`config.mk`:
```
export PLATFORM = sky130hd
export DESIGN_NAME = block_addr_calc
export DESIGN_NICKNAME = d
export VERILOG_FILES = /design/src/vga_pkg.sv /design/src/block_addr_calc.sv
export SDC_FILE = /design/constraint.sdc
export NUM_CORES = 1
export LEC_CHECK = 0
export BUFFER_PORTS_ARGS = -buffer_cell sky130_fd_sc_hd__buf_4
export CAP_MARGIN = 20
export CORE_MARGIN = 2
export CORE_UTILIZATION = 45
export CTS_CLUSTER_DIAMETER = 40
export DETAILED_ROUTE_END_ITERATION = 10
export MAX_ROUTING_LAYER = met4
export PLACE_DENSITY_LB_ADDON = 0.3
export REMOVE_ABC_BUFFERS = 1
export SLEW_MARGIN = 20
export SYNTH_ARGS = -nofsm -noshare
export SYNTH_HDL_FRONTEND = slang
export SYNTH_SLANG_ARGS = --single-unit
```
`constraint.sdc`:
```
create_clock -name clk -period 1.17 [get_ports clk]
set_clock_uncertainty 0.05 [all_clocks]
set_input_delay 0.117 -clock clk [delete_from_list [all_inputs] [get_ports clk]]
set_output_delay 0.117 -clock clk [all_outputs]
set_load 0.02 [all_outputs]
```
`src/vga_pkg.sv`:
```
`default_nettype none

package vga_pkg;

    // Horizontal timing, in pixel clocks
    localparam logic [9:0] H_VISIBLE = 10'd640;           // Visible pixels per line
    localparam logic [9:0] H_FRONT   = 10'd16;            // Front porch
    localparam logic [9:0] H_SYNC    = 10'd96;            // Sync pulse width
    localparam logic [9:0] H_BACK    = 10'd48;            // Back porch
    localparam logic [9:0] H_TOTAL   = H_VISIBLE + H_FRONT + H_SYNC + H_BACK;  // 800

    // Vertical timing, in lines
    localparam logic [9:0] V_VISIBLE = 10'd480;           // Visible lines per frame
    localparam logic [9:0] V_FRONT   = 10'd10;            // Front porch
    localparam logic [9:0] V_SYNC    = 10'd2;             // Sync pulse height
    localparam logic [9:0] V_BACK    = 10'd33;            // Back porch
    localparam logic [9:0] V_TOTAL   = V_VISIBLE + V_FRONT + V_SYNC + V_BACK;  // 525

    // One bit per colour channel
    typedef struct packed {
        logic r;                                          // Red
        logic g;                                          // Green
        logic b;                                          // Blue
    } rgb_t;

    // Timing generator state, one word per pixel clock
    typedef struct packed {
        logic [9:0] x;                                    // Column counter
        logic [9:0] y;                                    // Line counter
        logic       active;                               // Inside visible area
        logic       hs;                                   // Hsync, active low
        logic       vs;                                   // Vsync, active low
    } scan_pos_t;

    typedef logic [10:0] blk_addr_t;                      // Block index 0..1199

    // Single write request into the block memory
    typedef struct packed {
        logic      valid;                                 // Commit this cycle
        blk_addr_t addr;                                  // Target block
        rgb_t      rgb;                                   // New colour
    } fb_write_t;

    typedef enum logic {
        LD_IDLE    = 1'b0,                                // Nothing held
        LD_PENDING = 1'b1                                 // Request waits for blanking
    } loader_state_t;

endpackage

`default_nettype wire

```
`src/block_addr_calc.sv`:
```
`timescale 1ns/100ps
`default_nettype none

module block_addr_calc #(
    parameter int unsigned BLOCK_SHIFT = 4,               // Block edge is 2**BLOCK_SHIFT
    parameter int unsigned BLOCK_COLS  = 40               // Blocks per row
) (
    input  logic               clk,
    input  logic               rst_n,
    input  vga_pkg::scan_pos_t scan,
    output vga_pkg::blk_addr_t rd_addr
);

    logic [9:0]         blk_col;                          // Block column of pixel
    logic [9:0]         blk_row;                          // Block row of pixel
    vga_pkg::blk_addr_t addr_nxt;                         // Linear block index

    always_comb begin
        blk_col  = scan.x >> BLOCK_SHIFT;
        blk_row  = scan.y >> BLOCK_SHIFT;
        // Row major layout, row stride of BLOCK_COLS
        addr_nxt = vga_pkg::blk_addr_t'(blk_row * BLOCK_COLS + blk_col);
    end

    always_ff @(posedge clk or negedge rst_n) begin
        if (!rst_n) begin
            rd_addr <= '0;
        end else begin
            rd_addr <= addr_nxt;                          // One cycle behind scan
        end
    end

endmodule

`default_nettype wire

```
==> flow_summary.ini <==
[status]
outcome = complete, but fails checks
failed_checks = setup timing

[power_and_ir_drop]
cellLeakagePower_nw = 0.5393
pwr_density_cell_nw_per_um2 = 1233
vdd_drop_max_v = 0.0007557

[critical_path]
gate_family_responsible_for_the_most_delay_along_the_worst_path = adder cells
end_kind = register
crit_slowest_cell = sky130_fd_sc_hd__fa_2
critPathMaxStageDelay_ns = 0.37
cp_data_arrival_time_ns = 1.69
critical_path_buffers_and_inverters = 1
crit_path_cell_trace = buf_8 -> ha_4 -> ha_4 -> fa_2 -> a21o_2 -> a21oi_2 -> xor2_1 -> xnor2_1
critical_path_class = input port to register
cp_data_required_time_ns = 1.31
critical-path-top-cell-by-count = sky130_fd_sc_hd__ha_4
crit_path_start_kind = input port
cp_max_fo = 2

[floorplan]
die-height_um = 41.25
chipWidth_um = 41.25
io_pins = 36
fp.dieArea_um2 = 1702
coreArea_um2 = 1301
start_util_pct = 47.98
rows = 13

[clock_network]
cts_tree = yes
cts.sinks = 11
clkTransAtPathRegs_ns = 0.07
cts_buffers = 3
cts.root.buffer_cell = sky130_fd_sc_hd__clkbuf_4
h-tree-depth = 1
clockBufferDepth = 2

[logic_synthesis]
synth_area_um2 = 624.3
postSynthRegisterBits = 11
synth.yosys.seq_area_share_pct = 44.09
synth_cell_types = 15
post_synth.cell_area_avg_um2 = 12.74
gate_count_post_synth = 49
ys_warn_count = 0

[cells_and_area]
number_of_antenna_cells_inserted = 0
max_flop_register = rd_addr
mostFrequentLayoutCell = sky130_fd_sc_hd__buf_4
layout_top_registers = rd_addr (11)
stdcell_area_um2 = 1150
number_of_nets_in_the_final_layout = 136
number_of_flip_flops_in_the_largest_register = 11
layout_common_cells = sky130_fd_sc_hd__buf_4 (37), sky130_fd_sc_hd__dfrtp_1 (11), sky130_fd_sc_hd__a21oi_2 (5), sky130_fd_sc_hd__ha_1 (5), sky130_fd_sc_hd__ha_4 (5)
drive_above_1_share_pct = 67.01
area_delta_synth_final_pct = 84.17
utilization_after_layout_pct = 88.37

[timing]
final_setup_vio_count = 4
period_share_pct = 132.6
worst_max_slew_margin_expressed_relative_to_the_limit_pct = 83.24
count_of_final_max_slew_check_failures = 0
grt_setup_unrepaired = yes
final_hold_viol_count = 0
worst_slew_pin_slew_ns = 0.2493
final_period_demand_of_the_worst_path_ns = 1.552
setup_total_negative_slack_ns = -0.9899
achievable-frequency_mhz = 644.4
setup_ws_ns = -0.3819

[drt]
drt_drc_violations_left = 0
drt_wl_total_um = 1856
drt-pass1-iter-count = 3
vias_per_cell = 4.973
vias = 557
detail_route.wl_per_cell_um = 16.57
detail_route.iter0.violations = 2
postRouteAntennaNets = 0

[place]
gp_congestion = 0.7582
hpwl_um = 1039
place.port_buffers = 24
post_dp_cell_area_um2 = 913.4

[global_routing]
track_usage_pct = 19.49
grt_first_pass_wirelength_um = 2001
grt_start_max_net_pins = 12
antenna_found_initial = 0
globalRoute.totalOverflow = 0
grt_pass1_vias = 501

[run]
max_cap_viol_count = 0

[hold_path]
worstHoldPathType = input port to register
-- stage by stage --
| stage | total power, mW | setup slack (ns) | hold WS [ns] | instances |
|---|---|---|---|---|
| 2_1_floorplan | 0.7411 | -0.6637 | -0.2286 | 49 |
| 3_3_place_gp | 0.9782 | -0.8346 | -0.09725 | 100 |
| 3_5_place_dp | 0.9949 | -0.8784 | -0.09631 | 100 |
| 4_1_cts | 1.321 | -0.3088 | 0.03802 | 109 |
| 5_1_grt | 1.489 | -0.4219 | 0.07419 | 112 |
| 6_report | 1.418 | -0.3819 | 0.05424 | 112 |
-- power breakdown --
group	total, mW	internal [mW]	switching, mW
logic	0.691	0.356	0.335
registers	0.469	0.449	0.0200
clock network	0.257	0.132	0.125
total	1.42	0.938	0.480
-- per-layer routing --
layer | part of all wire (%) | vias up | track usage, %
met3 | 5.2 | 4 | 2.174
met1 | 40 | 262 | 20.81
met4 | 1.6 | 0 | 12.10
met5 | 0 | - | -
met2 | 53 | 25 | 33.98
li1 | - | 266 | -
-- synth_stat cells --
library cell	instances	area (µm²)
sky130_fd_sc_hd__inv_1	1	3.750
sky130_fd_sc_hd__a21o_1	1	7.510
sky130_fd_sc_hd__a21oi_1	5	25.02
sky130_fd_sc_hd__nor2b_1	1	6.260
sky130_fd_sc_hd__xnor2_1	3	26.28
sky130_fd_sc_hd__nand2_1	1	3.750
sky130_fd_sc_hd__a21o_2	1	8.760
sky130_fd_sc_hd__dfrtp_1	11	275.3
sky130_fd_sc_hd__nor4_2	1	12.51
sky130_fd_sc_hd__ha_1	11	137.6
sky130_fd_sc_hd__nand3_1	3	15.01
sky130_fd_sc_hd__fa_1	2	40.04
sky130_fd_sc_hd__xor2_1	5	43.79
sky130_fd_sc_hd__nor2_1	2	7.510
sky130_fd_sc_hd__and3_4	1	11.26
-- cells by family (layout without fill, tap and decap cells) --
group	count (synthesis)	after routing	share of synthesized area, %
buffers and inverters	1	49	0.6006
DFF	11	11	44.09
AOI/OAI and AO/OA	7	7	6.613
adders and majority gates	13	13	28.46
and+or+nand+nor	9	9	9.017
xor gates and xnor gates	8	8	11.22
-- path summary, 6_finish.rpt --
| check | slack [ns] | end | from | depth (start not counted) |
|---|---|---|---|---|
| worst max-delay path | -0.38 | rd_addr[10] | scan[10] | 8 |
| worst min-delay path | 0.05 | rd_addr[3] | scan[20] | 2 |
| max in group asynchronous | 0.77 | rd_addr[3] | rst_n | 2 |
| min in group asynchronous | 0.16 | rd_addr[0] | rst_n | 2 |
-- repair_timing --
item,CTS,global route
hold endpoints to repair,14,0
setup endpoints to repair,6,5
hold buffers,4,0
buffers inserted,1,3
gates cloned,0,0
pin swaps,7,7
resized for setup,20,7
-- layout make-up --
cell class                      count  area, µm²
Sequential cell                    11      275.3
Inverter                            1      3.754
Multi-Input combinational cell     37      466.7
Clock buffer                        4      26.28
Tap cell                           15      18.77
Fill cell                          58      151.4
Timing Repair Buffer               44      359.1
No activity file was read; power rests on OpenSTA's default activity.
