File: src/vga_pkg.sv
`default_nettype none

package vga_pkg;

    // Horizontal timing, in pixel clocks
    localparam logic [9:0] H_VISIBLE = 10'd640;           // Visible pixels per line
    localparam logic [9:0] H_FRONT   = 10'd16;            // Front porch
    localparam logic [9:0] H_SYNC    = 10'd96;            // Sync pulse width
    localparam logic [9:0] H_BACK    = 10'd48;            // Back porch
    localparam logic [9:0] H_TOTAL   = H_VISIBLE + H_FRONT + H_SYNC + H_BACK;  // 800

    // Vertical timing, in lines
    localparam logic [9:0] V_VISIBLE = 10'd480;           // Visible lines per frame
    localparam logic [9:0] V_FRONT   = 10'd10;            // Front porch
    localparam logic [9:0] V_SYNC    = 10'd2;             // Sync pulse height
    localparam logic [9:0] V_BACK    = 10'd33;            // Back porch
    localparam logic [9:0] V_TOTAL   = V_VISIBLE + V_FRONT + V_SYNC + V_BACK;  // 525

    // One bit per colour channel
    typedef struct packed {
        logic r;                                          // Red
        logic g;                                          // Green
        logic b;                                          // Blue
    } rgb_t;

    // Timing generator state, one word per pixel clock
    typedef struct packed {
        logic [9:0] x;                                    // Column counter
        logic [9:0] y;                                    // Line counter
        logic       active;                               // Inside visible area
        logic       hs;                                   // Hsync, active low
        logic       vs;                                   // Vsync, active low
    } scan_pos_t;

    typedef logic [10:0] blk_addr_t;                      // Block index 0..1199

    // Single write request into the block memory
    typedef struct packed {
        logic      valid;                                 // Commit this cycle
        blk_addr_t addr;                                  // Target block
        rgb_t      rgb;                                   // New colour
    } fb_write_t;

    typedef enum logic {
        LD_IDLE    = 1'b0,                                // Nothing held
        LD_PENDING = 1'b1                                 // Request waits for blanking
    } loader_state_t;

endpackage

`default_nettype wire

File: src/frame_write_loader.sv
`timescale 1ns/100ps
`default_nettype none

module frame_write_loader (
    input  logic               clk,
    input  logic               rst_n,
    input  vga_pkg::blk_addr_t wr_addr,
    input  vga_pkg::rgb_t      wr_rgb,
    input  logic               wr_strobe,
    input  logic               active,
    output vga_pkg::fb_write_t wr_req
);

    vga_pkg::loader_state_t state;                        // Current FSM state
    vga_pkg::loader_state_t state_nxt;
    logic                   strobe_q;                     // Strobe one cycle ago
    logic                   strobe_rise;                  // 0 to 1 transition
    vga_pkg::blk_addr_t     pend_addr;                    // Held request address
    vga_pkg::rgb_t          pend_rgb;                     // Held request colour

    assign strobe_rise = wr_strobe && !strobe_q;

    always_comb begin
        state_nxt = state;
        if (strobe_rise) begin
            state_nxt = vga_pkg::LD_PENDING;              // New edge, newest wins
        end else if ((state == vga_pkg::LD_PENDING) && !active) begin
            state_nxt = vga_pkg::LD_IDLE;                 // Commit done this cycle
        end
    end

    always_ff @(posedge clk or negedge rst_n) begin
        if (!rst_n) begin
            state    <= vga_pkg::LD_IDLE;
            strobe_q <= 1'b0;
        end else begin
            state    <= state_nxt;
            strobe_q <= wr_strobe;
        end
    end

    always_ff @(posedge clk) begin
        if (strobe_rise) begin
            pend_addr <= wr_addr;                         // Overwrites any older request
            pend_rgb  <= wr_rgb;
        end
    end

    // Write fires in the first blanking cycle of a pending request
    assign wr_req.valid = (state == vga_pkg::LD_PENDING) && !active;
    assign wr_req.addr  = pend_addr;
    assign wr_req.rgb   = pend_rgb;

    a_no_write_active: assert property (
        @(posedge clk) disable iff (!rst_n)
        wr_req.valid |-> !active
    ) else $error("frame_write_loader: write during active video");

endmodule

`default_nettype wire

File: config.mk
export PLATFORM = sky130hd
export DESIGN_NAME = frame_write_loader
export DESIGN_NICKNAME = d
export VERILOG_FILES = /design/src/vga_pkg.sv /design/src/frame_write_loader.sv
export SDC_FILE = /design/constraint.sdc
export NUM_CORES = 1
export LEC_CHECK = 0
export BUFFER_PORTS_ARGS = -buffer_cell sky130_fd_sc_hd__buf_2
export CORE_MARGIN = 5
export CORE_UTILIZATION = 34
export CTS_BUF_LIST = sky130_fd_sc_hd__clkbuf_8 sky130_fd_sc_hd__clkbuf_16
export DETAILED_ROUTE_END_ITERATION = 8
export PLACE_DENSITY = 0.77
export SLEW_MARGIN = 10
export SYNTH_ARGS = -nofsm -noshare
export SYNTH_HDL_FRONTEND = slang
export SYNTH_SLANG_ARGS = --single-unit
export TNS_END_PERCENT = 50
File: constraint.sdc
create_clock -name clk -period 0.99 [get_ports clk]
set_input_delay 0 -clock clk [delete_from_list [all_inputs] [get_ports clk]]
set_output_delay 0 -clock clk [all_outputs]
set_load 0.03 [all_outputs]
==> qor.txt <==
Adder-cell share of the synthesized area = 0%
Initial Utilization = 36.9%
Placed cells = 67
Cell Count, Final, Fillers Out = 88
TritonCTS clock tree = done
Worst Path Max Fanout = 15
Synth Area in Compound Gates = 1.51%
Clk buf depth = 2
Layout net count = 92
Vias = 373
Post-synth top area cell = edfxtp_1
Core region area = 1350 um^2
Dpl cell area = 697 um^2
Synthesized area per cell = 26.2 um^2
H-Tree Depth = 1
Fin util = 67.9%
RSZ-0062 raised after global routing = false
Sw Ratio = 20.6%
Initial DRC Count = 1
Area contributors post-synth = edfxtp_1 (84%), dfrtp_1 (10%), nor2b_4 (2.8%)
Die span in x = 48.3 um
# rows = 13
Switch Pwr = 0.000297 W
Vias per cell = 4.24
Setup-failing EPs final = 0
Congestion Overflow GR = 0
WP buf/inv = 1
Post-synthesis xor/xnor area fraction = 0%
Crit-path cells = nor2b_4, buf_12
Share of flip-flops with an asynchronous set or reset = 12.5%
Setup slack after layout = 30.9 ps
Num CTS Buffers = 3
Multiplexer share of the synthesized area = 0%
Pleak = 0.403 nW
Critical-path top delay cell = dfrtp_1
Worst Hold Class = primary input to asynchronous set/reset pin
Fin area = 917 um^2
Synth warnings = 0
Critical path required time = 940 ps
Pre-CTS setup slack = 31.3 ps
Main flop type after synthesis = edfxtp_1
Top cells by count, synth = edfxtp_1 (14), dfrtp_1 (2), a21o_1 (1), nor2b_1 (1), nor2b_4 (1)
Syn nets = 37
Seq cells post-synth = 16
CP startpoint kind = register
Share of layout cells above drive strength 1 = 52.1%
Crit path max-delay family = flip-flops
Final hold violation count = 0
Die area = 2330 um^2
Met2 usage = 18.2%
Setup slack, reg-to-reg = 30 ps
Simple-gate portion of the synthesized area = 4.02%
Clk slew on worst S/H paths = 50 ps
Tot GR Track Use = 9.74%
Cell Area, Synth = 498 um^2
PortBufs = 32
Slew Limit Fails = 0
Clock Skew = 4.97 ps
Number of enable flip-flop cells after synthesis = 14
Register area share after synthesis = 94.5%
Post-CTS setup buffer count = 0
GR Layer Usage met3 = 3.32%
Antenna Diode Count = 0
Combinational Power Share = 13.6%
Max cap viols = 0
Largest net degree at the start of global routing = 16
GRT busiest layer = met2
Worst-Skew Late Latency = 240 ps
Slew HR = 89.2%
TritonCTS Sinks = 16
Crit path kind = register to register
Wirelength per Cell = 12.7 um
Met1 usage = 9.93%
Synthesized instance count = 19
Max IR drop VDD = 1.38 mV
Least-Margin Pin Slew = 163 ps
First-pass GRT wire length = 1.51 mm
Status = complete, no violations
Die H = 48.3 um
Maximum clock rate = 1.04 GHz
Clock power share = 32.4%
Int Pwr = 0.00114 W
DR DRC count = 0
Min Tclk post-route = 959 ps
Netlist cell types = 5
Critical path's largest stage delay = 390 ps
I/O Pins = 33
Root Driver = clkbuf_8
Top-area cell type share of the netlist area = 84.4%
Detail Route Antenna Nets = 0
Combinational family with the most area after synthesis = simple AND/OR/NAND/NOR gates
Worst Path Arrival = 910 ps
Critical path endpoint category = register
Initial antenna violation count = 0
Top-count cell post-synth = edfxtp_1
Drt total wl = 1.12 mm
Drt pass-1 iters = 2
Vias in the first global route = 390
Area grow syn2layout = 84.2%
PwrDens = 1570 nW/um^2
Flop pwr share = 53.9%
Final period util = 96.9%
Dpl hpwl = 718 um
GP Congestion = 0.682
-- state kept, by name, indices dropped and copies added (netlist names) --
register	count
state	1
pend_addr	11
strobe_q	1
wr_req	3
-- layout by cell type (no fill, tap or decap), drive strengths merged --
cell / instances
a21o: 1
buf: 33
clkbuf: 3
clkinv: 1
dfrtp: 2
dlygate4sd3: 17
edfxtp: 14
nor2b: 2
-- final timing paths --
| kind | startpoint | to | depth (start not counted) |
|---|---|---|---|
| max in group asynchronous | rst_n | state | 2 |
| min in group clk | wr_strobe | state | 4 |
| worst min register to register | state | state | 1 |
| worst max register to register | strobe_q | pend_addr[2] | 2 |
| worst max-delay path | strobe_q | pend_addr[2] | 2 |
| worst min-delay path | rst_n | strobe_q | 2 |
-- cell families (layout without fill, tap and decap cells) --
group | Yosys count | after routing
buf+inv | 0 | 54
compound gates | 1 | 1
flops | 16 | 16
simple gates | 2 | 2
-- layer usage --
layer  vias to the layer above  share of wire, %
met5                         -                 0
met3                         0                15
met1                       167                37
li1                        179                 -
met4                         0                 0
met2                        27                48
-- through the flow --
| stage | power, W | setup TNS, ps | hold WS, ps |
|---|---|---|---|
| 2_1_floorplan | 0.000863 | -242 | -296 |
| 3_3_place_gp | 0.000931 | 0 | -215 |
| 3_5_place_dp | 0.000933 | 0 | -214 |
| 4_1_cts | 0.00145 | 0 | 59.3 |
| 5_1_grt | 0.00151 | 0 | 101 |
| 6_report | 0.00144 | 0 | 98.3 |
-- power by group through the flow --
stage	Clock [W]	Combinational [W]	Sequential, W
3_3_place_gp	0	0.000140	0.000791
6_report	0.000468	0.000196	0.000778
3_5_place_dp	0	0.000141	0.000792
4_1_cts	0.000482	0.000193	0.000778
5_1_grt	0.000519	0.000209	0.000779
2_1_floorplan	0	0.0000222	0.000841
-- final cells by class --
class	count	area (um^2)
Tap cell	15	18.8
Fill cell	101	433
Multi-Input combinational cell	3	30.0
Timing Repair Buffer	50	353
Clock inverter	1	3.75
Clock buffer	3	41.3
Sequential cell	16	470
-- what timing repair did --
action | 4_1_cts | 5_1_grt
endpoints found under the setup margin | 0 | 1
endpoints found under the hold margin | 18 | 0
hold buffers | 17 | 0
gates resized for setup | 0 | 3
(Power assumes the default switching activity.)
