$ cat src/vga_pkg.sv
`default_nettype none

package vga_pkg;

    // Horizontal timing, in pixel clocks
    localparam logic [9:0] H_VISIBLE = 10'd640;           // Visible pixels per line
    localparam logic [9:0] H_FRONT   = 10'd16;            // Front porch
    localparam logic [9:0] H_SYNC    = 10'd96;            // Sync pulse width
    localparam logic [9:0] H_BACK    = 10'd48;            // Back porch
    localparam logic [9:0] H_TOTAL   = H_VISIBLE + H_FRONT + H_SYNC + H_BACK;  // 800

    // Vertical timing, in lines
    localparam logic [9:0] V_VISIBLE = 10'd480;           // Visible lines per frame
    localparam logic [9:0] V_FRONT   = 10'd10;            // Front porch
    localparam logic [9:0] V_SYNC    = 10'd2;             // Sync pulse height
    localparam logic [9:0] V_BACK    = 10'd33;            // Back porch
    localparam logic [9:0] V_TOTAL   = V_VISIBLE + V_FRONT + V_SYNC + V_BACK;  // 525

    // One bit per colour channel
    typedef struct packed {
        logic r;                                          // Red
        logic g;                                          // Green
        logic b;                                          // Blue
    } rgb_t;

    // Timing generator state, one word per pixel clock
    typedef struct packed {
        logic [9:0] x;                                    // Column counter
        logic [9:0] y;                                    // Line counter
        logic       active;                               // Inside visible area
        logic       hs;                                   // Hsync, active low
        logic       vs;                                   // Vsync, active low
    } scan_pos_t;

    typedef logic [10:0] blk_addr_t;                      // Block index 0..1199

    // Single write request into the block memory
    typedef struct packed {
        logic      valid;                                 // Commit this cycle
        blk_addr_t addr;                                  // Target block
        rgb_t      rgb;                                   // New colour
    } fb_write_t;

    typedef enum logic {
        LD_IDLE    = 1'b0,                                // Nothing held
        LD_PENDING = 1'b1                                 // Request waits for blanking
    } loader_state_t;

endpackage

`default_nettype wire

$ cat src/rgb_output_stage.sv
`timescale 1ns/100ps
`default_nettype none

module rgb_output_stage (
    input  logic               clk,
    input  logic               rst_n,
    input  vga_pkg::scan_pos_t scan,
    input  vga_pkg::rgb_t      rd_rgb,
    output logic [7:0]         vga_out
);

    logic [2:0] ctl_d1;                                   // {active, hs, vs}, 1 cycle late
    logic [2:0] ctl_d2;                                   // 2 cycles late, matches rd_rgb
    logic       act_d2;
    logic       hs_d2;
    logic       vs_d2;

    // Address and read each cost a cycle, so the sync path waits two
    always_ff @(posedge clk or negedge rst_n) begin
        if (!rst_n) begin
            ctl_d1 <= 3'b011;                             // Blanked, syncs idle
            ctl_d2 <= 3'b011;
        end else begin
            ctl_d1 <= {scan.active, scan.hs, scan.vs};
            ctl_d2 <= ctl_d1;
        end
    end

    assign {act_d2, hs_d2, vs_d2} = ctl_d2;

    always_ff @(posedge clk or negedge rst_n) begin
        if (!rst_n) begin
            vga_out <= 8'b0000_0011;                      // Black, syncs high
        end else begin
            vga_out[0] <= hs_d2;
            vga_out[1] <= vs_d2;
            if (act_d2) begin
                // Each colour bit fills both bits of its pair
                vga_out[7:2] <= {{2{rd_rgb.r}}, {2{rd_rgb.g}}, {2{rd_rgb.b}}};
            end else begin
                vga_out[7:2] <= 6'd0;                     // Blank outside picture
            end
        end
    end

endmodule

`default_nettype wire

$ cat config.mk
export PLATFORM = sky130hd
export DESIGN_NAME = rgb_output_stage
export DESIGN_NICKNAME = d
export VERILOG_FILES = /design/src/vga_pkg.sv /design/src/rgb_output_stage.sv
export SDC_FILE = /design/constraint.sdc
export NUM_CORES = 1
export LEC_CHECK = 0
export ABC_AREA = 1
export ABC_CLOCK_PERIOD_IN_PS = 1300
export BUFFER_PORTS_ARGS = -buffer_cell sky130_fd_sc_hd__buf_2
export CAP_MARGIN = 20
export CORE_AREA = 4 4 41 43
export CTS_BUF_LIST = sky130_fd_sc_hd__clkbuf_8
export DETAILED_ROUTE_END_ITERATION = 8
export DIE_AREA = 0 0 45 47
export SLEW_MARGIN = 10
export SYNTH_ARGS = -nofsm -noshare
export SYNTH_HDL_FRONTEND = slang
export SYNTH_SLANG_ARGS = --single-unit
$ cat constraint.sdc
create_clock -name clk -period 1.3 [get_ports clk]
set_clock_uncertainty 0.15 [all_clocks]
set_input_delay 0.26 -clock clk [delete_from_list [all_inputs] [get_ports clk]]
set_output_delay 0.26 -clock clk [all_outputs]
set_load 0.01 [all_outputs]
==> flow_metrics.py, run 1 <==
metrics = {
    "floorplanning": {
        "dieArea_um2": 2120,
        "start_util_pct": 25.2,
        "ios": 36,
        "die_h_um": 47,
        "rows": 13,
        "fp.dieW_um": 45,
        "core_area_um2": 1300,
    },
    "synth": {
        "netlist.area_leader.share_pct": 48.1,
        "synth_xor_area_share_pct": 0,
        "synth_top_area_cell": "dfstp_2",
        "syn_nets": 48,
        "synth-seq-cells": 11,
        "netlist_instances": 20,
        "yosysSeqAreaShare_pct": 86.3,
        "synth_cell_types": 5,
        "ys_top_cells_by_area": "dfstp_2 (48%), dfrtp_1 (38%), buf_4 (6.9%)",
        "synthSimpleGateAreaFrac_pct": 3.44,
        "synth_top_family_by_area": "buffers and inverters",
        "yosysWarnings": 0,
        "synth_adder_area_share_pct": 0,
        "syn_area_um2": 328,
        "synth_compound_area_share_pct": 0,
        "muxShareOfSynthArea_pct": 0,
        "syn_area_per_cell_um2": 16.4,
    },
    "route": {
        "routed.top_layer": "met4",
        "routed_wl_um": 532,
        "dr_wl_met3_um": 106,
        "drcViolationCount": 0,
        "vias": 203,
        "final_antenna_net_count": 0,
        "wl_met2_um": 239,
        "via_per_inst": 3.69,
        "drt_iter0_drc": 0,
        "firstDrtPassIters": 1,
        "met1_length_um": 159,
        "wl_per_cell_um": 9.67,
    },
    "sta": {
        "final-setup-viol-count": 0,
        "max_freq_mhz": 791,
        "maxSlewHeadroom_pct": 84.6,
        "fin_setup_tns_ns": 0,
        "finalCritPeriodShare_pct": 97.2,
        "tightest_slew_ns": 0.231,
        "period_minus_slack_ns": 1.26,
        "grt_setup_unrepaired": "false",
        "final_max_slew_viol_count": 0,
        "final_hold_viol_count": 0,
    },
    "clock_network": {
        "h-tree-depth": 1,
        "root_buffer": "clkbuf_8",
        "cts_tree": "yes",
        "cts.sink_count": 11,
        "numCtsBuffers": 3,
        "post_cts_resized": 0,
        "clock_latency_ns": 0.23,
        "post_cts_buffers": 0,
        "path_clk_slew_ns": 0.04,
        "cts_hold_buf": 4,
        "clk_path_buf_depth": 2,
    },
    "placed_design": {
        "io_buffers": 15,
        "dp.cells": 47,
        "post_dp_cell_area_um2": 399,
        "routabilityCongestion": 0.624,
    },
    "worst_setup_path": {
        "critical_path.slowest_cell": "dfstp_2",
        "critPathBufInv": 1,
        "max_stage_delay_ns": 0.51,
        "endpoint_kind": "primary output",
        "critPathArrivalTime_ns": 0.85,
        "start_kind": "flip-flop",
        "path_delay_family": "flip-flops",
        "cp_cell_sequence": "buf_2",
        "worstPathMaxFanout": 1,
        "cp.required_ns": 0.89,
        "crit_type": "reg -> out",
    },
    "cells_and_area": {
        "final_common_cell": "buf_2",
        "fin_area_um2": 484,
        "n_antenna_cell": 0,
        "layout-drive-gt1-share_pct": 60.0,
        "fin_cells": 55,
        "final_util_pct": 37.2,
        "syn_to_final_growth_pct": 47.7,
        "nFillCells": 138,
        "final_nets": 69,
        "final_cell_mix": "buf_2 (15), dfstp_2 (6), dfrtp_1 (5), inv_1 (4), dlygate4sd3_1 (4)",
    },
    "global_routing": {
        "grt_max_degree": 12,
        "grt_pass1_vias": 193,
        "grt_pass1_wl_um": 834,
        "grt_usage_pct": 6.92,
        "grt_overflow": 0,
        "grt_antenna_before_repair": 0,
    },
    "pwr": {
        "power.density_nw_per_um2": 1520,
        "leakage_uw": 0.000263,
        "vdd_ir_drop_max_v": 0.000668,
        "p_total_uw": 735,
    },
    "hold_path": {
        "hold_class": "in -> reg",
    },
    "outcome": {
        "run_status": "completed",
    },
    "flow_run": {
        "maxCapViolCount": 0,
    },
}
-- final cells by class --
| cell class | instances | area (um2) | share of cell area (%) |
|---|---|---|---|
| Tap cell | 15 | 18.8 | 3.88 |
| Timing Repair Buffer | 19 | 115 | 23.8 |
| Sequential cell | 11 | 283 | 58.4 |
| Multi-Input combinational cell | 3 | 11.3 | 2.33 |
| Inverter | 3 | 11.3 | 2.33 |
| Clock buffer | 3 | 41.3 | 8.53 |
| Clock inverter | 1 | 3.75 | 0.775 |
-- metal layers --
metal | vias to the layer above | GRT usage (%)
met5 | - | 0
li1 | 94 | -
met4 | 0 | 8.77
met2 | 17 | 10.2
met3 | 4 | 5.36
met1 | 88 | 5.04
-- path summary, 6_finish.rpt --
check	cells after the start	endpoint	slack, ns	startpoint
min in group asynchronous	2	ctl_d1[2]	0.26	rst_n
worst min-delay path	3	vga_out[3]	0.07	rd_rgb[0]
worst max-delay path	1	vga_out[1]	0.04	vga_out[1]
worst min register to register	0	ctl_d2[2]	0.20	ctl_d1[2]
max in group asynchronous	2	ctl_d1[1]	0.48	rst_n
worst max register to register	2	vga_out[6]	0.55	ctl_d2[2]
-- where the power goes --
part	switching [uW]	internal (uW)
combinational	23.0	25.2
sequential	5.76	368
clock	108	205
total	137	599
-- logic make-up (layout without fill, tap and decap cells) --
| kind of cell | count (synthesis) | in the layout |
|---|---|---|
| AND/OR/NAND/NOR | 3 | 3 |
| flip-flops | 11 | 11 |
| buffers and inverters | 6 | 26 |
-- registers in the layout (all words and copies together) (netlist names) --
signal and flops:
ctl_d1 3, ctl_d2 3, vga_out 5
-- cells in the mapped netlist --
master	count
dfrtp_1	5
buf_4	3
nand2_1	3
dfstp_2	6
inv_1	3
-- stage by stage --
stage / hold WS (ns) / worst slack [ns]
6_report: 0.0710 / 0.0362
5_1_grt: 0.0906 / 0.00398
4_1_cts: 0.0659 / 0.0200
3_5_place_dp: -0.0149 / 0.275
3_3_place_gp: -0.0221 / 0.280
2_1_floorplan: -0.186 / 0.351
(Power assumes the default switching activity.)
==> run 2, diff against run 1 <==
Settings changed: MAX_ROUTING_LAYER set to met4.
==> flow_metrics.py, run 2 (same netlist as run 1, synthesis figures left out) <==
metrics = {
    "outcome": {
        "run_status": "completed",
    },
    "sta": {
        "period_minus_slack_ns": 1.26,
        "final_hold_viol_count": 0,
        "maxSlewHeadroom_pct": 84.6,
        "tightest_slew_ns": 0.230,
        "fin_ws_ns": 0.0355,
        "fin_setup_tns_ns": 0,
        "final_max_slew_viol_count": 0,
        "finalCritPeriodShare_pct": 97.3,
        "final-setup-viol-count": 0,
        "max_freq_mhz": 791,
        "grt_setup_unrepaired": "false",
    },
    "route": {
        "drcViolationCount": 0,
        "vias": 203,
        "routed_wl_um": 531,
        "drt_iter0_drc": 0,
        "firstDrtPassIters": 1,
        "wl_per_cell_um": 9.65,
        "via_per_inst": 3.69,
        "final_antenna_net_count": 0,
    },
    "worst_setup_path": {
        "worstSetupEndpoint": "vga_out[1]",
        "critPathBufInv": 1,
        "r2r-end": "vga_out[6]",
        "crit_start": "vga_out[1]",
        "critPathArrivalTime_ns": 0.85,
        "cp.required_ns": 0.89,
        "regToRegStartpoint": "ctl_d2[2]",
        "max_stage_delay_ns": 0.51,
        "ff2ff_setup_slack_ns": 0.55,
        "critical_path.slowest_cell": "dfstp_2",
        "crit_type": "reg -> out",
        "start_kind": "flip-flop",
        "rr_worst_depth": 2,
        "cp.depth": 1,
        "path_delay_family": "flip-flops",
        "worstPathMaxFanout": 1,
        "cp_cell_sequence": "buf_2",
        "endpoint_kind": "primary output",
    },
    "pwr": {
        "power.density_nw_per_um2": 1520,
        "vdd_ir_drop_max_v": 0.000668,
        "leakage_uw": 0.000263,
    },
    "cells_and_area": {
        "final_common_cell": "buf_2",
        "layout-drive-gt1-share_pct": 60.0,
        "multi_input_area_um2": 11.3,
        "largest_reg_flops": 5,
        "final_cell_mix": "buf_2 (15), dfstp_2 (6), dfrtp_1 (5), inv_1 (4), dlygate4sd3_1 (4)",
        "n_antenna_cell": 0,
        "nFillCells": 138,
        "syn_to_final_growth_pct": 47.7,
        "reg_top3": "vga_out: 5 flops, ctl_d1: 3 flops, ctl_d2: 3 flops",
        "top_register": "vga_out",
        "fin_area_um2": 484,
        "regArea_um2": 283,
        "final_util_pct": 37.2,
        "final_nets": 69,
    },
    "global_routing": {
        "top_usage_layer": "met2",
        "grt_usage_pct": 7.15,
        "grt_max_degree": 12,
        "grt_overflow": 0,
        "grt_antenna_before_repair": 0,
        "grt_pass1_vias": 196,
        "grt_pass1_wl_um": 834,
        "use_met2_pct": 10.2,
        "gr-usage-met3_pct": 5.36,
        "use_met1_pct": 5.04,
    },
    "clock_network": {
        "clock_latency_ns": 0.23,
        "h-tree-depth": 1,
        "clk_path_buf_depth": 2,
        "cts_tree": "yes",
        "numCtsBuffers": 3,
        "path_clk_slew_ns": 0.04,
        "post_cts_buffers": 0,
        "root_buffer": "clkbuf_8",
        "cts.sink_count": 11,
    },
    "placed_design": {
        "post-place-ws_ns": 0.275,
        "io_buffers": 15,
        "post_dp_cell_area_um2": 399,
        "routabilityCongestion": 0.629,
    },
    "floorplanning": {
        "rows": 13,
        "ios": 36,
        "dieArea_um2": 2120,
        "core_area_um2": 1300,
        "die_h_um": 47,
        "fp.dieW_um": 45,
        "start_util_pct": 25.2,
    },
    "hold_path": {
        "hold_depth": 3,
        "hold_class": "in -> reg",
    },
    "flow_run": {
        "maxCapViolCount": 0,
    },
}
## run 2: through the flow
stage               total power, uW  hold slack (ns)  std cells
floorplan                       395           -0.186         20
global placement                417          -0.0221         47
detailed placement              419          -0.0149         47
finish                          736           0.0703         55
global route                    784           0.0906         55
CTS                             757           0.0659         55
## run 2: what timing repair did
action | CTS | global route
hold endpoints to repair | 14 | 0
gates resized for setup | 0 | 0
hold buffers | 4 | 0
## run 2: layout make-up
cell class / instances / share of cell area [%]
multi-input combinational: 3 / 2.33
sequential: 11 / 58.4
tap: 15 / 3.88
timing repair buffer: 19 / 23.8
clock inverter: 1 / 0.775
inverter: 3 / 2.33
clock buffer: 3 / 8.53
## run 2: worst min-delay path by stage
stage | end | slack (ns) | from
floorplan | ctl_d1[2] | -0.19 | rst_n
global placement | ctl_d1[2] | -0.02 | rst_n
detailed placement | ctl_d1[2] | -0.01 | rst_n
CTS | vga_out[3] | 0.07 | rd_rgb[0]
global route | vga_out[5] | 0.09 | rd_rgb[1]
finish | vga_out[3] | 0.07 | rd_rgb[0]
## run 2: where the power goes
part / switching (uW) / internal (uW)
combinational: 23.1 / 25.2
clock: 109 / 205
sequential: 5.76 / 368
## run 2: layer usage
metal | vias up | share of wire (%) | routed length (um)
li1 | 94 | - | -
met1 | 88 | 30 | 159
met2 | 17 | 45 | 239
met3 | 4 | 20 | 106
met4 | 0 | 4.9 | 26
met5 | - | 0 | 0
==> run 3, diff against run 2 <==
Settings changed: ABC_AREA 1 to not set.
==> flow_metrics.py, run 3 <==
metrics = {
    "route": {
        "drcViolationCount": 0,
        "routed_wl_um": 520,
        "drt_iter0_drc": 1,
        "final_antenna_net_count": 0,
        "via_per_inst": 3.94,
        "wl_per_cell_um": 10.0,
        "firstDrtPassIters": 2,
        "vias": 205,
    },
    "clock_network": {
        "root_buffer": "clkbuf_8",
        "numCtsBuffers": 3,
        "clk_path_buf_depth": 2,
        "path_clk_slew_ns": 0.05,
        "clock_latency_ns": 0.23,
        "cts_tree": "yes",
        "post_cts_buffers": 0,
        "cts.sink_count": 11,
        "h-tree-depth": 1,
    },
    "sta": {
        "grt_setup_unrepaired": "false",
        "fin_setup_tns_ns": 0,
        "finalCritPeriodShare_pct": 96.8,
        "tightest_slew_ns": 0.230,
        "whs_ns": 0.0859,
        "maxSlewHeadroom_pct": 84.7,
        "final-setup-viol-count": 0,
        "max_freq_mhz": 795,
        "final_max_slew_viol_count": 0,
        "final_hold_viol_count": 0,
        "period_minus_slack_ns": 1.26,
    },
    "cells_and_area": {
        "syn_to_final_growth_pct": 52.1,
        "largest_reg_flops": 5,
        "final_nets": 66,
        "layout-drive-gt1-share_pct": 64.9,
        "fin_cells": 52,
        "final_util_pct": 37.9,
        "n_antenna_cell": 0,
        "final_cell_mix": "buf_2 (13), dfstp_2 (6), dfrtp_1 (5), dlygate4sd3_1 (4)",
        "final_common_cell": "buf_2",
        "reg_top3": "vga_out: 5 flops, ctl_d1: 3 flops, ctl_d2: 3 flops",
        "top_register": "vga_out",
    },
    "global_routing": {
        "grt_max_degree": 12,
        "grt_usage_pct": 6.80,
        "grt_pass1_vias": 226,
        "grt_antenna_before_repair": 0,
        "grt_overflow": 0,
        "grt_pass1_wl_um": 869,
    },
    "floorplanning": {
        "rows": 13,
        "start_util_pct": 24.9,
        "core_area_um2": 1300,
        "fp.dieW_um": 45,
        "die_h_um": 47,
        "ios": 36,
        "dieArea_um2": 2120,
    },
    "worst_setup_path": {
        "path_delay_family": "flip-flops",
        "max_stage_delay_ns": 0.52,
        "cp_cell_sequence": "buf_6",
        "endpoint_kind": "primary output",
        "critPathBufInv": 1,
        "worstPathMaxFanout": 1,
        "crit_type": "reg -> out",
        "critPathArrivalTime_ns": 0.85,
        "critical_path.slowest_cell": "dfstp_2",
        "cp.required_ns": 0.89,
        "start_kind": "flip-flop",
    },
    "placed_design": {
        "dp_hpwl_um": 398,
        "io_buffers": 15,
        "routabilityCongestion": 0.665,
        "dp.cells": 44,
    },
    "synth": {
        "ys_top_cells_by_area": "dfstp_2 (49%), dfrtp_1 (39%), buf_4 (6.9%)",
        "netlist.area_leader.share_pct": 48.6,
        "synth_commonest_cells": "dfstp_2 (6), dfrtp_1 (5), and2_1 (3), buf_4 (3)",
        "synth_cell_types": 4,
        "synth.most_common_cell": "dfstp_2",
        "ys.flop_type": "dfstp_2",
        "synth_edf_count": 0,
        "yosysSeqAreaShare_pct": 87.3,
        "synth_top_area_cell": "dfstp_2",
        "yosysWarnings": 0,
        "netlist_instances": 17,
        "ys_async_sr_fraction_pct": 100,
        "syn_area_um2": 324,
        "syn_area_per_cell_um2": 19.1,
        "synth-seq-cells": 11,
        "syn_nets": 45,
    },
    "pwr": {
        "leakage_uw": 0.000245,
        "vdd_ir_drop_max_v": 0.000757,
        "p_total_uw": 749,
        "power.density_nw_per_um2": 1520,
    },
    "flow_run": {
        "maxCapViolCount": 0,
    },
    "outcome": {
        "run_status": "completed",
    },
    "hold_path": {
        "hold_class": "in -> reg",
    },
}
## run 3: changes by cell type after synthesis, sizes merged
cell / change
nand2: -3
and2: +3
inv: -3
## run 3: per-stage QoR
stage	instance area, um2	setup WS, ns
global route	493	0.0101
global placement	395	0.283
finish	493	0.0421
detailed placement	395	0.277
CTS	480	0.0191
floorplan	324	0.351
## run 3: kinds of logic (layout without fill, tap and decap cells)
group         Yosys count  count (layout)  share of synthesized area [%]
buf+inv                 3              23                           6.95
flops                  11              11                           87.3
simple gates            3               3                           5.79
## run 3: metal layers
layer | track usage [%] | share of wire (%) | vias up
li1 | - | - | 88
met1 | 4.77 | 28 | 98
met2 | 10.5 | 50 | 19
met3 | 7.28 | 22 | 0
met4 | 3.51 | 0 | 0
met5 | - | 0 | -
## run 3: path summary, 6_finish.rpt
| check | start | endpoint | slack (ns) | cells past startpoint |
|---|---|---|---|---|
| max | vga_out[0] | vga_out[0] | 0.04 | 1 |
| min | rd_rgb[2] | vga_out[6] | 0.09 | 2 |
| max reg2reg | ctl_d2[2] | vga_out[6] | 0.51 | 1 |
| min reg2reg | ctl_d1[2] | ctl_d2[2] | 0.20 | 0 |
| max in group asynchronous | rst_n | ctl_d2[0] | 0.48 | 2 |
| min in group asynchronous | rst_n | vga_out[5] | 0.26 | 2 |
## run 3: cell type report
type / count / area (um2)
tap: 15 / 18.8
multi-input combinational: 3 / 18.8
fill: 129 / 808
timing repair buffer: 19 / 128
clock inverter: 1 / 3.75
clock buffer: 3 / 41.3
sequential: 11 / 283
## run 3: what timing repair did
item	in CTS	in global routing
hold buffers	4	0
hold endpoints to repair	14	0
endpoints found under the setup margin	0	2
resized for setup	0	2
## run 3: power breakdown
group / leakage, uW / switching [uW] / internal (uW)
Sequential: 0.000125 / 6.04 / 368
Combinational: 0.0000929 / 21.6 / 29.5
Clock: 0.0000269 / 117 / 206
Total: 0.000245 / 145 / 604
