`src/vga_pkg.sv`:
```
`default_nettype none

package vga_pkg;

    // Horizontal timing, in pixel clocks
    localparam logic [9:0] H_VISIBLE = 10'd640;           // Visible pixels per line
    localparam logic [9:0] H_FRONT   = 10'd16;            // Front porch
    localparam logic [9:0] H_SYNC    = 10'd96;            // Sync pulse width
    localparam logic [9:0] H_BACK    = 10'd48;            // Back porch
    localparam logic [9:0] H_TOTAL   = H_VISIBLE + H_FRONT + H_SYNC + H_BACK;  // 800

    // Vertical timing, in lines
    localparam logic [9:0] V_VISIBLE = 10'd480;           // Visible lines per frame
    localparam logic [9:0] V_FRONT   = 10'd10;            // Front porch
    localparam logic [9:0] V_SYNC    = 10'd2;             // Sync pulse height
    localparam logic [9:0] V_BACK    = 10'd33;            // Back porch
    localparam logic [9:0] V_TOTAL   = V_VISIBLE + V_FRONT + V_SYNC + V_BACK;  // 525

    // One bit per colour channel
    typedef struct packed {
        logic r;                                          // Red
        logic g;                                          // Green
        logic b;                                          // Blue
    } rgb_t;

    // Timing generator state, one word per pixel clock
    typedef struct packed {
        logic [9:0] x;                                    // Column counter
        logic [9:0] y;                                    // Line counter
        logic       active;                               // Inside visible area
        logic       hs;                                   // Hsync, active low
        logic       vs;                                   // Vsync, active low
    } scan_pos_t;

    typedef logic [10:0] blk_addr_t;                      // Block index 0..1199

    // Single write request into the block memory
    typedef struct packed {
        logic      valid;                                 // Commit this cycle
        blk_addr_t addr;                                  // Target block
        rgb_t      rgb;                                   // New colour
    } fb_write_t;

    typedef enum logic {
        LD_IDLE    = 1'b0,                                // Nothing held
        LD_PENDING = 1'b1                                 // Request waits for blanking
    } loader_state_t;

endpackage

`default_nettype wire

```
`src/vga_timing_gen.sv`:
```
`timescale 1ns/100ps
`default_nettype none

module vga_timing_gen (
    input  logic               clk,
    input  logic               rst_n,
    output vga_pkg::scan_pos_t scan
);

    // Sync windows derived from the porch widths
    localparam logic [9:0] HS_START = vga_pkg::H_VISIBLE + vga_pkg::H_FRONT;  // 656
    localparam logic [9:0] HS_END   = HS_START + vga_pkg::H_SYNC;             // 752
    localparam logic [9:0] VS_START = vga_pkg::V_VISIBLE + vga_pkg::V_FRONT;  // 490
    localparam logic [9:0] VS_END   = VS_START + vga_pkg::V_SYNC;             // 492

    logic       line_end;                                 // Last pixel of a line
    logic       frame_end;                                // Last line of a frame
    logic [9:0] x_nxt;                                    // Column for next cycle
    logic [9:0] y_nxt;                                    // Line for next cycle

    always_comb begin
        line_end  = (scan.x == vga_pkg::H_TOTAL - 10'd1);
        frame_end = (scan.y == vga_pkg::V_TOTAL - 10'd1);
        x_nxt     = line_end ? 10'd0 : scan.x + 10'd1;    // Wrap at 799
        y_nxt     = scan.y;                               // Hold mid-line
        if (line_end) begin
            y_nxt = frame_end ? 10'd0 : scan.y + 10'd1;   // Wrap at 524
        end
    end

    // Flags are decoded from the next position so they land with x and y
    always_ff @(posedge clk or negedge rst_n) begin
        if (!rst_n) begin
            scan.x      <= 10'd0;
            scan.y      <= 10'd0;
            scan.active <= 1'b1;                          // Position 0,0 is visible
            scan.hs     <= 1'b1;                          // Sync idle high
            scan.vs     <= 1'b1;
        end else begin
            scan.x      <= x_nxt;
            scan.y      <= y_nxt;
            scan.active <= (x_nxt < vga_pkg::H_VISIBLE) && (y_nxt < vga_pkg::V_VISIBLE);
            scan.hs     <= !((x_nxt >= HS_START) && (x_nxt < HS_END));
            scan.vs     <= !((y_nxt >= VS_START) && (y_nxt < VS_END));
        end
    end

    // Column counter stays inside one line period
    a_x_in_range: assert property (
        @(posedge clk) disable iff (!rst_n)
        scan.x < vga_pkg::H_TOTAL
    ) else $error("vga_timing_gen: x reached H_TOTAL");

endmodule

`default_nettype wire

```
`config.mk`:
```
export PLATFORM = sky130hd
export DESIGN_NAME = vga_timing_gen
export DESIGN_NICKNAME = d
export VERILOG_FILES = /design/src/vga_pkg.sv /design/src/vga_timing_gen.sv
export SDC_FILE = /design/constraint.sdc
export NUM_CORES = 1
export LEC_CHECK = 0
export BUFFER_PORTS_ARGS = -buffer_cell sky130_fd_sc_hd__buf_4
export CORE_MARGIN = 3
export CORE_UTILIZATION = 48
export CTS_CLUSTER_DIAMETER = 50
export CTS_CLUSTER_SIZE = 28
export DETAILED_ROUTE_END_ITERATION = 10
export PLACE_DENSITY = 0.74
export SYNTH_ARGS = -nofsm -noshare
export SYNTH_HDL_FRONTEND = slang
export SYNTH_SLANG_ARGS = --single-unit
```
`constraint.sdc`:
```
create_clock -name clk -period 1.8 [get_ports clk]
set_input_delay 0 -clock clk [delete_from_list [all_inputs] [get_ports clk]]
set_output_delay 0 -clock clk [all_outputs]
set_load 0.03 [all_outputs]
```
==> metrics.cfg, run 1 <==
[synthesis]
syn_area_mm2=0.00127
synthCells=131
yosysMostFrequentCell=dfrtp_1
synth.avg_cell_area_um2=9.69
yosysWarnings=0
synth_top_area_share_pct=39.4
yosys.area.top_type=dfrtp_1
ys.flop_type=dfrtp_1
ys_top_cells_by_area=dfrtp_1 39%, dfstp_2 6.2%, xnor2_1 4.8%
synthArstFlopShare_pct=100
yosysSeqAreaShare_pct=45.6
syn-num-nets=136
synth_edf_count=0
synthDistinctLibCells=40
ys_seq_elements=23
synth_common_cells=20 x dfrtp_1, 11 x nand3_1, 9 x nand2_1

[drt]
vias=1192
ant_nets=0
avgRoutedWirePerCell_um=15.6
drt_wl_total_um=3260
drt-initial-drc-count=66
vias_per_cell=5.70
drc=0
first_pass_iters=4

[global_route]
grt_pass1_vias=1217
grt_max_degree=24
busiest_layer=met2
antenna_found_initial=0
gr-total-overflow=0
grt_use_met2_pct=35.3
track_usage_pct=20.4
met1_usage_pct=26.2
gr-usage-met3_pct=2.04
grt_pass1_wl_um=5320

[finish]
multi_input_area_um2=687
largest_register_ffs=23
area_growth_pct=35.9
diodes=0
top_register=scan
reg_top3=scan: 23 flops
drive_gt1_share_pct=40.8
regArea_um2=584
final_cell_count_no_fill=209
stdcell_area_mm2=0.00173
nFillCells=193
finish.utilization_pct=69.0
layout.nets=185

[placement]
placed_area_mm2=0.00164
hpwlAfterDp_um=2320
pre_cts_ws_ns=-0.160
port_buffers=24
place_inst=204
place_congestion=0.944

[flow_run]
cap_violations=0

[clock_tree]
clk_pin_slew_ns=0.14
clock_sinks=23
cts.path.max_buffers=2
numCtsBuffers=3
htreeDepth=1
insertion_delay_ns=0.32
cts_tree=yes
clockRootBuffer=clkbuf_4

[timing]
finalCritPeriodShare_pct=110
layout_setup_ws_ns=-0.188
hold_viol_final=0
tns_ns=-0.607
slew_headroom_pct=78.3
whs_ns=0.0908
rsz0062_at_grt=yes
drv_slew=0
fmax_mhz=503
clock_skew_ns=0.00306
setup_violations=4
worstMarginPinSlew_ns=0.323
fin_crit_ns=1.99

[status]
violations=setup timing
status=finished with violations

[worst_setup_path]
critPathCaptureType=flop
path_max_fanout=3
path_class=reg -> reg
cp.required_ns=2.07
crit_chain=inv_2 -> ha_1 -> or4b_4 -> or2_4 -> or3_4 -> nand3_4 -> a21oi_2 -> nand4b_1
slowest_delay_ns=0.48
slowest_stage=or4b_4
worstPathArrival_ns=2.25
start_kind=flop

[pwr]
ir_drop_mv=0.398
pwr_density_cell_mw_per_mm2=454
p_leak_nw=0.832
finalPower_mw=0.783

[die]
die_x_um=57.4
initial_core_util_pct=50.8
pin_count=25
dieArea_mm2=0.00330
core_area_mm2=0.00250
rows=18
die_y_um=57.4

[hold_path]
min_path_type=in -> async

routing by layer:
layer  vias up  routed length, um  part of all wire, %
met3         2                115                  3.5
met5         -                  0                    0
met1       589               1420                   43
met2        31               1720                   53
met4         0                 14                 0.43
li1        570                  -                    -
worst max-delay path: cells and delay by family, from the launching register on:
| kind | cells | cell delay (ns) |
|---|---|---|
| AOI/OAI and AO/OA | 1 | 0.05 |
| adders and majority gates | 1 | 0.13 |
| buffers and inverters | 1 | 0.06 |
| DFF | 1 | 0.43 |
| and+or+nand+nor | 5 | 1.28 |
area by class of cell:
class                      count  share of cell area, %
clock buffer                   3                   1.31
clock inverter                 1                  0.290
inverter                       5                   1.09
multi-input combinational     98                   39.8
sequential                    23                   33.9
tap                           30                   2.18
timing repair buffer          49                   21.5
what timing repair did:
item                                    CTS  global route
buffers inserted                          0             1
endpoints found under the setup margin    7             9
pin swaps                                 3             1
hold endpoints to repair                 23             0
gates resized for setup                   3            10
hold buffers                              1             0
power breakdown:
group	total (mW)	switching [mW]	internal [mW]
Clock	0.253	0.170	0.0832
Sequential	0.517	0	0.517
Combinational	0.0131	0.0102	0.00289
Total	0.783	0.180	0.603
placed cells by master, fill, tap and decap left out, types with 2 or more instances in the layout:
cell type	count
xnor2_1	6
dfrtp_2	4
nand4_1	6
nor2_1	8
and2_1	3
a31oi_1	3
buf_4	48
o21ai_1	8
xor2_1	4
nand3_4	2
o21ai_0	4
nand2_1	9
clkbuf_4	3
and3_1	2
dfrtp_1	16
ha_1	3
nor3_1	4
a21oi_1	3
nand3_1	10
and3_2	2
inv_1	4
dfstp_2	3
final timing paths:
kind	slack, ns	to	depth (start not counted)	startpoint
min in group clk	0.52	scan[14]$_DFF_PN0_	1	scan[14]$_DFF_PN0_
setup / recovery	-0.19	scan[0]$_DFF_PN1_	8	scan[3]$_DFF_PN0_
setup reg to reg	-0.19	scan[0]$_DFF_PN1_	8	scan[3]$_DFF_PN0_
max in group asynchronous	1.42	scan[1]$_DFF_PN1_	2	rst_n
hold reg to reg	0.52	scan[14]$_DFF_PN0_	1	scan[14]$_DFF_PN0_
hold / removal	0.09	scan[10]$_DFF_PN0_	2	rst_n
cells by family (layout without fill, tap and decap cells):
logic type                 count (synthesis)  in the layout  share of synthesized area (%)
buffers and inverters                     10             58                           4.43
xor gates and xnor gates                  11             11                           7.59
AOI/OAI and AO/OA                         27             27                           12.8
adders and majority gates                  3              3                           2.96
DFF                                       23             23                           45.6
and+or+nand+nor                           57             57                           26.6
Power figures use the tool's default switching activity.
==> run 2: changes to the inputs <==
--- a/config.mk
+++ b/config.mk
@@ -8,9 +8,9 @@
 export BUFFER_PORTS_ARGS = -buffer_cell sky130_fd_sc_hd__buf_4
 export CORE_MARGIN = 3
-export CORE_UTILIZATION = 48
+export CORE_UTILIZATION = 52
 export CTS_CLUSTER_DIAMETER = 50
 export CTS_CLUSTER_SIZE = 28
 export DETAILED_ROUTE_END_ITERATION = 10
-export PLACE_DENSITY = 0.74
+export PLACE_DENSITY = 0.76
 export SYNTH_ARGS = -nofsm -noshare
 export SYNTH_HDL_FRONTEND = slang
==> constraint.sdc (replaced) <==
create_clock -name clk -period 2.1 [get_ports clk]
set_input_delay 0.63 -clock clk [delete_from_list [all_inputs] [get_ports clk]]
set_output_delay 0.63 -clock clk [all_outputs]
set_load 0.03 [all_outputs]
==> run 2 against run 1 <==
Net effect: the flow now finishes without violations; utilization grew 0.57 points; flip-flop and latch count is the same; clock power shrank 17%; critical path type unchanged; critical endpoint unchanged; highest routed layer unchanged.
==> metrics.cfg, run 2 (synthesis results as in run 1) <==
[worst_setup_path]
worstPathArrival_ns=2.28  ; +0.03 ns
path_delay_family=simple AND/OR/NAND/NOR gates
critPathCaptureType=flop
crit_cells=8  ; unchanged
start_kind=flop
crit_buf_inv=1  ; unchanged
path_max_fanout=3  ; unchanged
r2r_cells=8  ; unchanged
crit_chain=inv_2 -> ha_1 -> or4b_4 -> or2_4 -> or3_4 -> nand3_2 -> a21oi_1 -> nand4b_1
cp.required_ns=2.36  ; +0.29 ns
slowest_stage=or4b_4
path_class=reg -> reg
slowest_delay_ns=0.48  ; about the same

[clock_tree]
cts_setup_buffers=0  ; unchanged
cts.path.max_buffers=2  ; unchanged
ctsResizeCount=0  ; -3
postCtsHoldBufs=0  ; -1
clock_sinks=23  ; unchanged
insertion_delay_ns=0.31  ; about the same
htreeDepth=1  ; unchanged
numCtsBuffers=3  ; unchanged
clockRootBuffer=clkbuf_4
clk_pin_slew_ns=0.13  ; about the same
cts_tree=yes

[die]
core_area_mm2=0.00225  ; -9.8%
pin_count=25  ; unchanged
rows=17  ; -1
die_x_um=55.4  ; -3.5%
die_y_um=55.4  ; -3.5%
initial_core_util_pct=56.3  ; +5.5 points
dieArea_mm2=0.00307  ; -6.9%

[global_route]
grt_max_degree=24  ; unchanged
grt_pass1_vias=1071  ; -12%
gr-total-overflow=0  ; unchanged
antenna_found_initial=0  ; unchanged
grt_pass1_wl_um=4820  ; -9.3%
track_usage_pct=19.2  ; -1.2 points

[placement]
place_congestion=0.809  ; -14%
hpwlAfterDp_um=2060  ; -11%
port_buffers=24  ; unchanged
place_inst=189  ; -7.4%
pre_cts_ws_ns=0.0991  ; +0.259 ns

[pwr]
p_int_mw=0.519  ; -14%
seqPwrFrac_pct=66.8  ; +0.8 points
pwr_density_cell_mw_per_mm2=423  ; -6.8%
p_leak_nw=0.757  ; -9.1%
pwr-share-comb_pct=1.4  ; -0.3 points
switchingPower_mw=0.145  ; -19%
swShare_pct=21.9  ; -1.1 points
finalPower_mw=0.664  ; -15%
pwr-share-clk_pct=31.8  ; -0.5 points
ir_drop_mv=0.333  ; -16%

[finish]
layout_commonest_cell=buf_4
layout.nets=171  ; -7.6%
regArea_um2=579  ; -0.86%
final_cell_count_no_fill=193  ; -7.7%
largest_register_ffs=23  ; unchanged
diodes=0  ; unchanged
drive_gt1_share_pct=30.3  ; -10 points
finish.utilization_pct=69.6  ; +0.57 points
reg_top3=scan: 23 flops
nFillCells=189  ; -2.1%
final_cell_mix=35 x buf_4, 20 x dfrtp_1, 11 x nand3_1
multi_input_area_um2=647  ; -5.8%
top_register=scan
area_growth_pct=23.5

[timing]
fmax_mhz=495  ; -1.5%
slew_headroom_pct=75.0  ; -3.3 points
rsz0062_at_grt=no
hold_viol_final=0  ; unchanged
clock_skew_ns=0.00145  ; -0.00161 ns
fin_crit_ns=2.02  ; +0.0306 ns
setup_violations=0  ; -4
tns_ns=0  ; +0.607 ns
worstMarginPinSlew_ns=0.371  ; +0.0485 ns
finalCritPeriodShare_pct=96.1  ; -14 points
layout_setup_ws_ns=0.0817  ; +0.269 ns
drv_slew=0  ; unchanged

[drt]
vias_per_cell=5.79  ; +1.5%
ant_nets=0  ; unchanged
drt_wl_total_um=2820  ; -14%
drc=0  ; unchanged
first_pass_iters=4  ; unchanged
avgRoutedWirePerCell_um=14.6  ; -6.4%
vias=1117  ; -6.3%
drt-initial-drc-count=33  ; -50%

[hold_path]
min_path_type=in -> async

[status]
status=finished clean

[flow_run]
cap_violations=0  ; unchanged

==> run 2: path summary, 6_finish.rpt <==
check / endpoint / start / slack (ns)
hold / removal: scan[10]$_DFF_PN0_ / rst_n / 0.18
hold reg to reg: scan[13]$_DFF_PN0_ / scan[13]$_DFF_PN0_ / 0.52
setup / recovery: scan[0]$_DFF_PN1_ / scan[3]$_DFF_PN0_ / 0.08
setup reg to reg: scan[0]$_DFF_PN1_ / scan[3]$_DFF_PN0_ / 0.08
min in group clk: scan[13]$_DFF_PN0_ / scan[13]$_DFF_PN0_ / 0.52
max in group asynchronous: scan[1]$_DFF_PN1_ / rst_n / 1.64
==> run 2: power by group through the flow <==
stage / logic, mW / registers (mW) / clock network [mW]
detailed placement: 0.0102 / 0.451 / 0
global route: 0.0114 / 0.443 / 0.236
global placement: 0.00994 / 0.451 / 0
floorplan: 0.000000284 / 0.451 / 0
finish: 0.00938 / 0.443 / 0.211
CTS: 0.0102 / 0.443 / 0.215
==> run 2: metrics by stage <==
step | cell area [um2] | hold WS (ns)
2_1_floorplan | 1270 | 0.334
3_3_place_gp | 1530 | 0.502
3_5_place_dp | 1530 | 0.509
4_1_cts | 1560 | 0.189
5_1_grt | 1570 | 0.184
6_report | 1570 | 0.181
==> run 2: area by class of cell <==
class / instances / share of cell area (%)
multi-input combinational: 98 / 41.2
sequential: 23 / 36.9
timing repair buffer: 35 / 16.7
tap: 28 / 2.23
clock buffer: 4 / 1.67
inverter: 5 / 1.20
==> run 2: routing by layer <==
| metal | wire [um] | GRT usage (%) |
|---|---|---|
| met1 | 1360 | 26.3 |
| met2 | 1270 | 29.6 |
| met3 | 141 | 5.37 |
| met4 | 44 | 5.56 |
| met5 | 0 | 0 |
==> run 2: worst reg2reg max path, delay by kind of cell, from the launching register on <==
family	cells	cell delay, ns
fa+ha+maj	1	0.13
buf+inv	1	0.07
simple gates	5	1.28
flops	1	0.41
compound gates	1	0.08
==> run 3: changes to the inputs <==
- CAP_MARGIN: not set -> 20
- CORE_UTILIZATION: 52 -> 53
- PLACE_DENSITY: 0.76 -> 0.77
==> run 3 against run 2 <==
Net effect: flip-flop and latch count did not move; critical path depth unchanged; register-to-register slack is essentially flat; utilization about the same; setup slack worse by 0.012 ns; clock power fell by 2%; die area decreased by 1.7%; sequential power about the same; largest power group unchanged; highest routed layer unchanged.
==> metrics.cfg, run 3 (synthesis results as in run 1) <==
[status]
status=finished clean

[timing]
finalCritPeriodShare_pct=96.7  ; +0.56 points
setup_violations=0  ; unchanged
rsz0062_at_grt=yes
clock_skew_ns=0.00369  ; +0.00224 ns
hold_viol_final=0  ; unchanged
worstMarginPinSlew_ns=0.347  ; -0.0241 ns
layout_setup_ws_ns=0.0701  ; -0.0117 ns
fin_crit_ns=2.03  ; +0.0117 ns
whs_ns=0.186  ; +0.00512 ns
slew_headroom_pct=76.6  ; +1.6 points
drv_slew=0  ; unchanged
fmax_mhz=493  ; -0.57%

[clock_tree]
insertion_delay_ns=0.31  ; about the same
clockRootBuffer=clkbuf_4
htreeDepth=1  ; unchanged
clock_sinks=23  ; unchanged
cts_tree=yes
postCtsHoldBufs=0  ; unchanged
cts.path.max_buffers=2  ; unchanged
numCtsBuffers=3  ; unchanged
clk_pin_slew_ns=0.13  ; about the same

[finish]
final_cell_mix=33 x buf_4, 20 x dfrtp_1, 11 x nand3_1
top_register=scan
largest_register_ffs=23  ; unchanged
layout.nets=169  ; -1.2%
area_growth_pct=22.4
diodes=0  ; unchanged
layout_commonest_cell=buf_4
nFillCells=187  ; -1.1%
drive_gt1_share_pct=29.4  ; -0.86 points
finish.utilization_pct=69.6  ; about the same
reg_top3=scan: 23 flops

[worst_setup_path]
path_class=reg -> reg
path_max_fanout=3  ; unchanged
crit_buf_inv=1  ; unchanged
cp.required_ns=2.35  ; about the same
worstPathArrival_ns=2.28  ; about the same
start_kind=flop
path_delay_family=simple AND/OR/NAND/NOR gates
slowest_stage=or4b_4
slowest_delay_ns=0.48  ; about the same
critPathCaptureType=flop
crit_chain=inv_2 -> ha_1 -> or4b_4 -> or2_4 -> o211ai_1 -> o21ai_1 -> a41o_1 -> nand4b_1

[hold_path]
min_path_type=in -> async

[drt]
ant_nets=0  ; unchanged
avgRoutedWirePerCell_um=15.2  ; +3.8%
vias_per_cell=5.82  ; +0.50%
drc=0  ; unchanged
first_pass_iters=4  ; unchanged
vias=1111  ; -0.54%
drt-initial-drc-count=24  ; -27%
drt_wl_total_um=2900  ; +2.7%

[die]
rows=17  ; unchanged
dieArea_mm2=0.00302  ; -1.7%
die_y_um=55.0  ; -0.85%
core_area_mm2=0.00223  ; -0.94%
pin_count=25  ; unchanged
die_x_um=55.0  ; -0.85%
initial_core_util_pct=56.9  ; +0.54 points

[flow_run]
cap_violations=0  ; unchanged

[global_route]
antenna_found_initial=0  ; unchanged
grt_pass1_wl_um=4280  ; -11%
grt_max_degree=24  ; unchanged
track_usage_pct=19.7  ; +0.49 points
gr-total-overflow=0  ; unchanged
grt_pass1_vias=1007  ; -6.0%

[pwr]
p_leak_nw=0.743  ; -1.8%
ir_drop_mv=0.356  ; +6.8%
finalPower_mw=0.658  ; -0.80%
pwr_density_cell_mw_per_mm2=424  ; +0.16%

[placement]
pre_cts_ws_ns=0.0840  ; -0.0151 ns
port_buffers=24  ; unchanged
hpwlAfterDp_um=2030  ; -1.7%
place_congestion=0.862  ; +6.6%

[run 3: what timing repair did]
| action | 4_1_cts | 5_1_grt |
|---|---|---|
| endpoints found under the setup margin | 0 | 2 |
| setup buffers | 0 | 3 |
| gates resized for setup | 0 | 4 |
[run 3: metrics by stage]
| step | instances | area, um2 | setup TNS, ns |
|---|---|---|---|
| 5_1_grt | 191 | 1550 | -0.0845 |
| 3_3_place_gp | 184 | 1490 | 0 |
| 4_1_cts | 188 | 1520 | 0 |
| 3_5_place_dp | 184 | 1490 | 0 |
| 6_report | 191 | 1550 | 0 |
| 2_1_floorplan | 131 | 1270 | 0 |
[run 3: worst paths after layout]
path	cells after the start	endpoint	slack [ns]	from
setup / recovery	8	scan[0]$_DFF_PN1_	0.07	scan[3]$_DFF_PN0_
setup reg to reg	8	scan[0]$_DFF_PN1_	0.07	scan[3]$_DFF_PN0_
max in group asynchronous	1	scan[1]$_DFF_PN1_	1.63	rst_n
min in group clk	1	scan[13]$_DFF_PN0_	0.52	scan[13]$_DFF_PN0_
hold / removal	1	scan[9]$_DFF_PN0_	0.19	rst_n
hold reg to reg	1	scan[13]$_DFF_PN0_	0.52	scan[13]$_DFF_PN0_
[run 3: area by class of cell]
type	instances	area, um2	area share (%)
timing repair buffer	33	248	15.9
sequential	23	579	37.3
multi-input combinational	98	647	41.6
tap	28	35.0	2.25
clock buffer	4	26.3	1.69
inverter	5	18.8	1.21
[run 3: per-layer routing]
layer	global-route usage [%]	up-vias	routed length, um
li1	-	534	-
met1	24.5	535	1220
met2	34.6	40	1520
met3	2.41	2	143
met4	7.29	0	18
met5	0	-	0
[run 3: worst register-to-register path, delay by kind of cell, from the launching register on]
kind / cells / cell delay [ns]
fa+ha+maj: 1 / 0.13
compound gates: 3 / 0.53
flops: 1 / 0.41
buf+inv: 1 / 0.07
simple gates: 3 / 0.83
[run 3: power breakdown]
part / switching [mW] / internal [mW] / total (mW)
Combinational: 0.00820 / 0.00127 / 0.00947
Sequential: 0 / 0.443 / 0.443
Clock: 0.132 / 0.0741 / 0.206
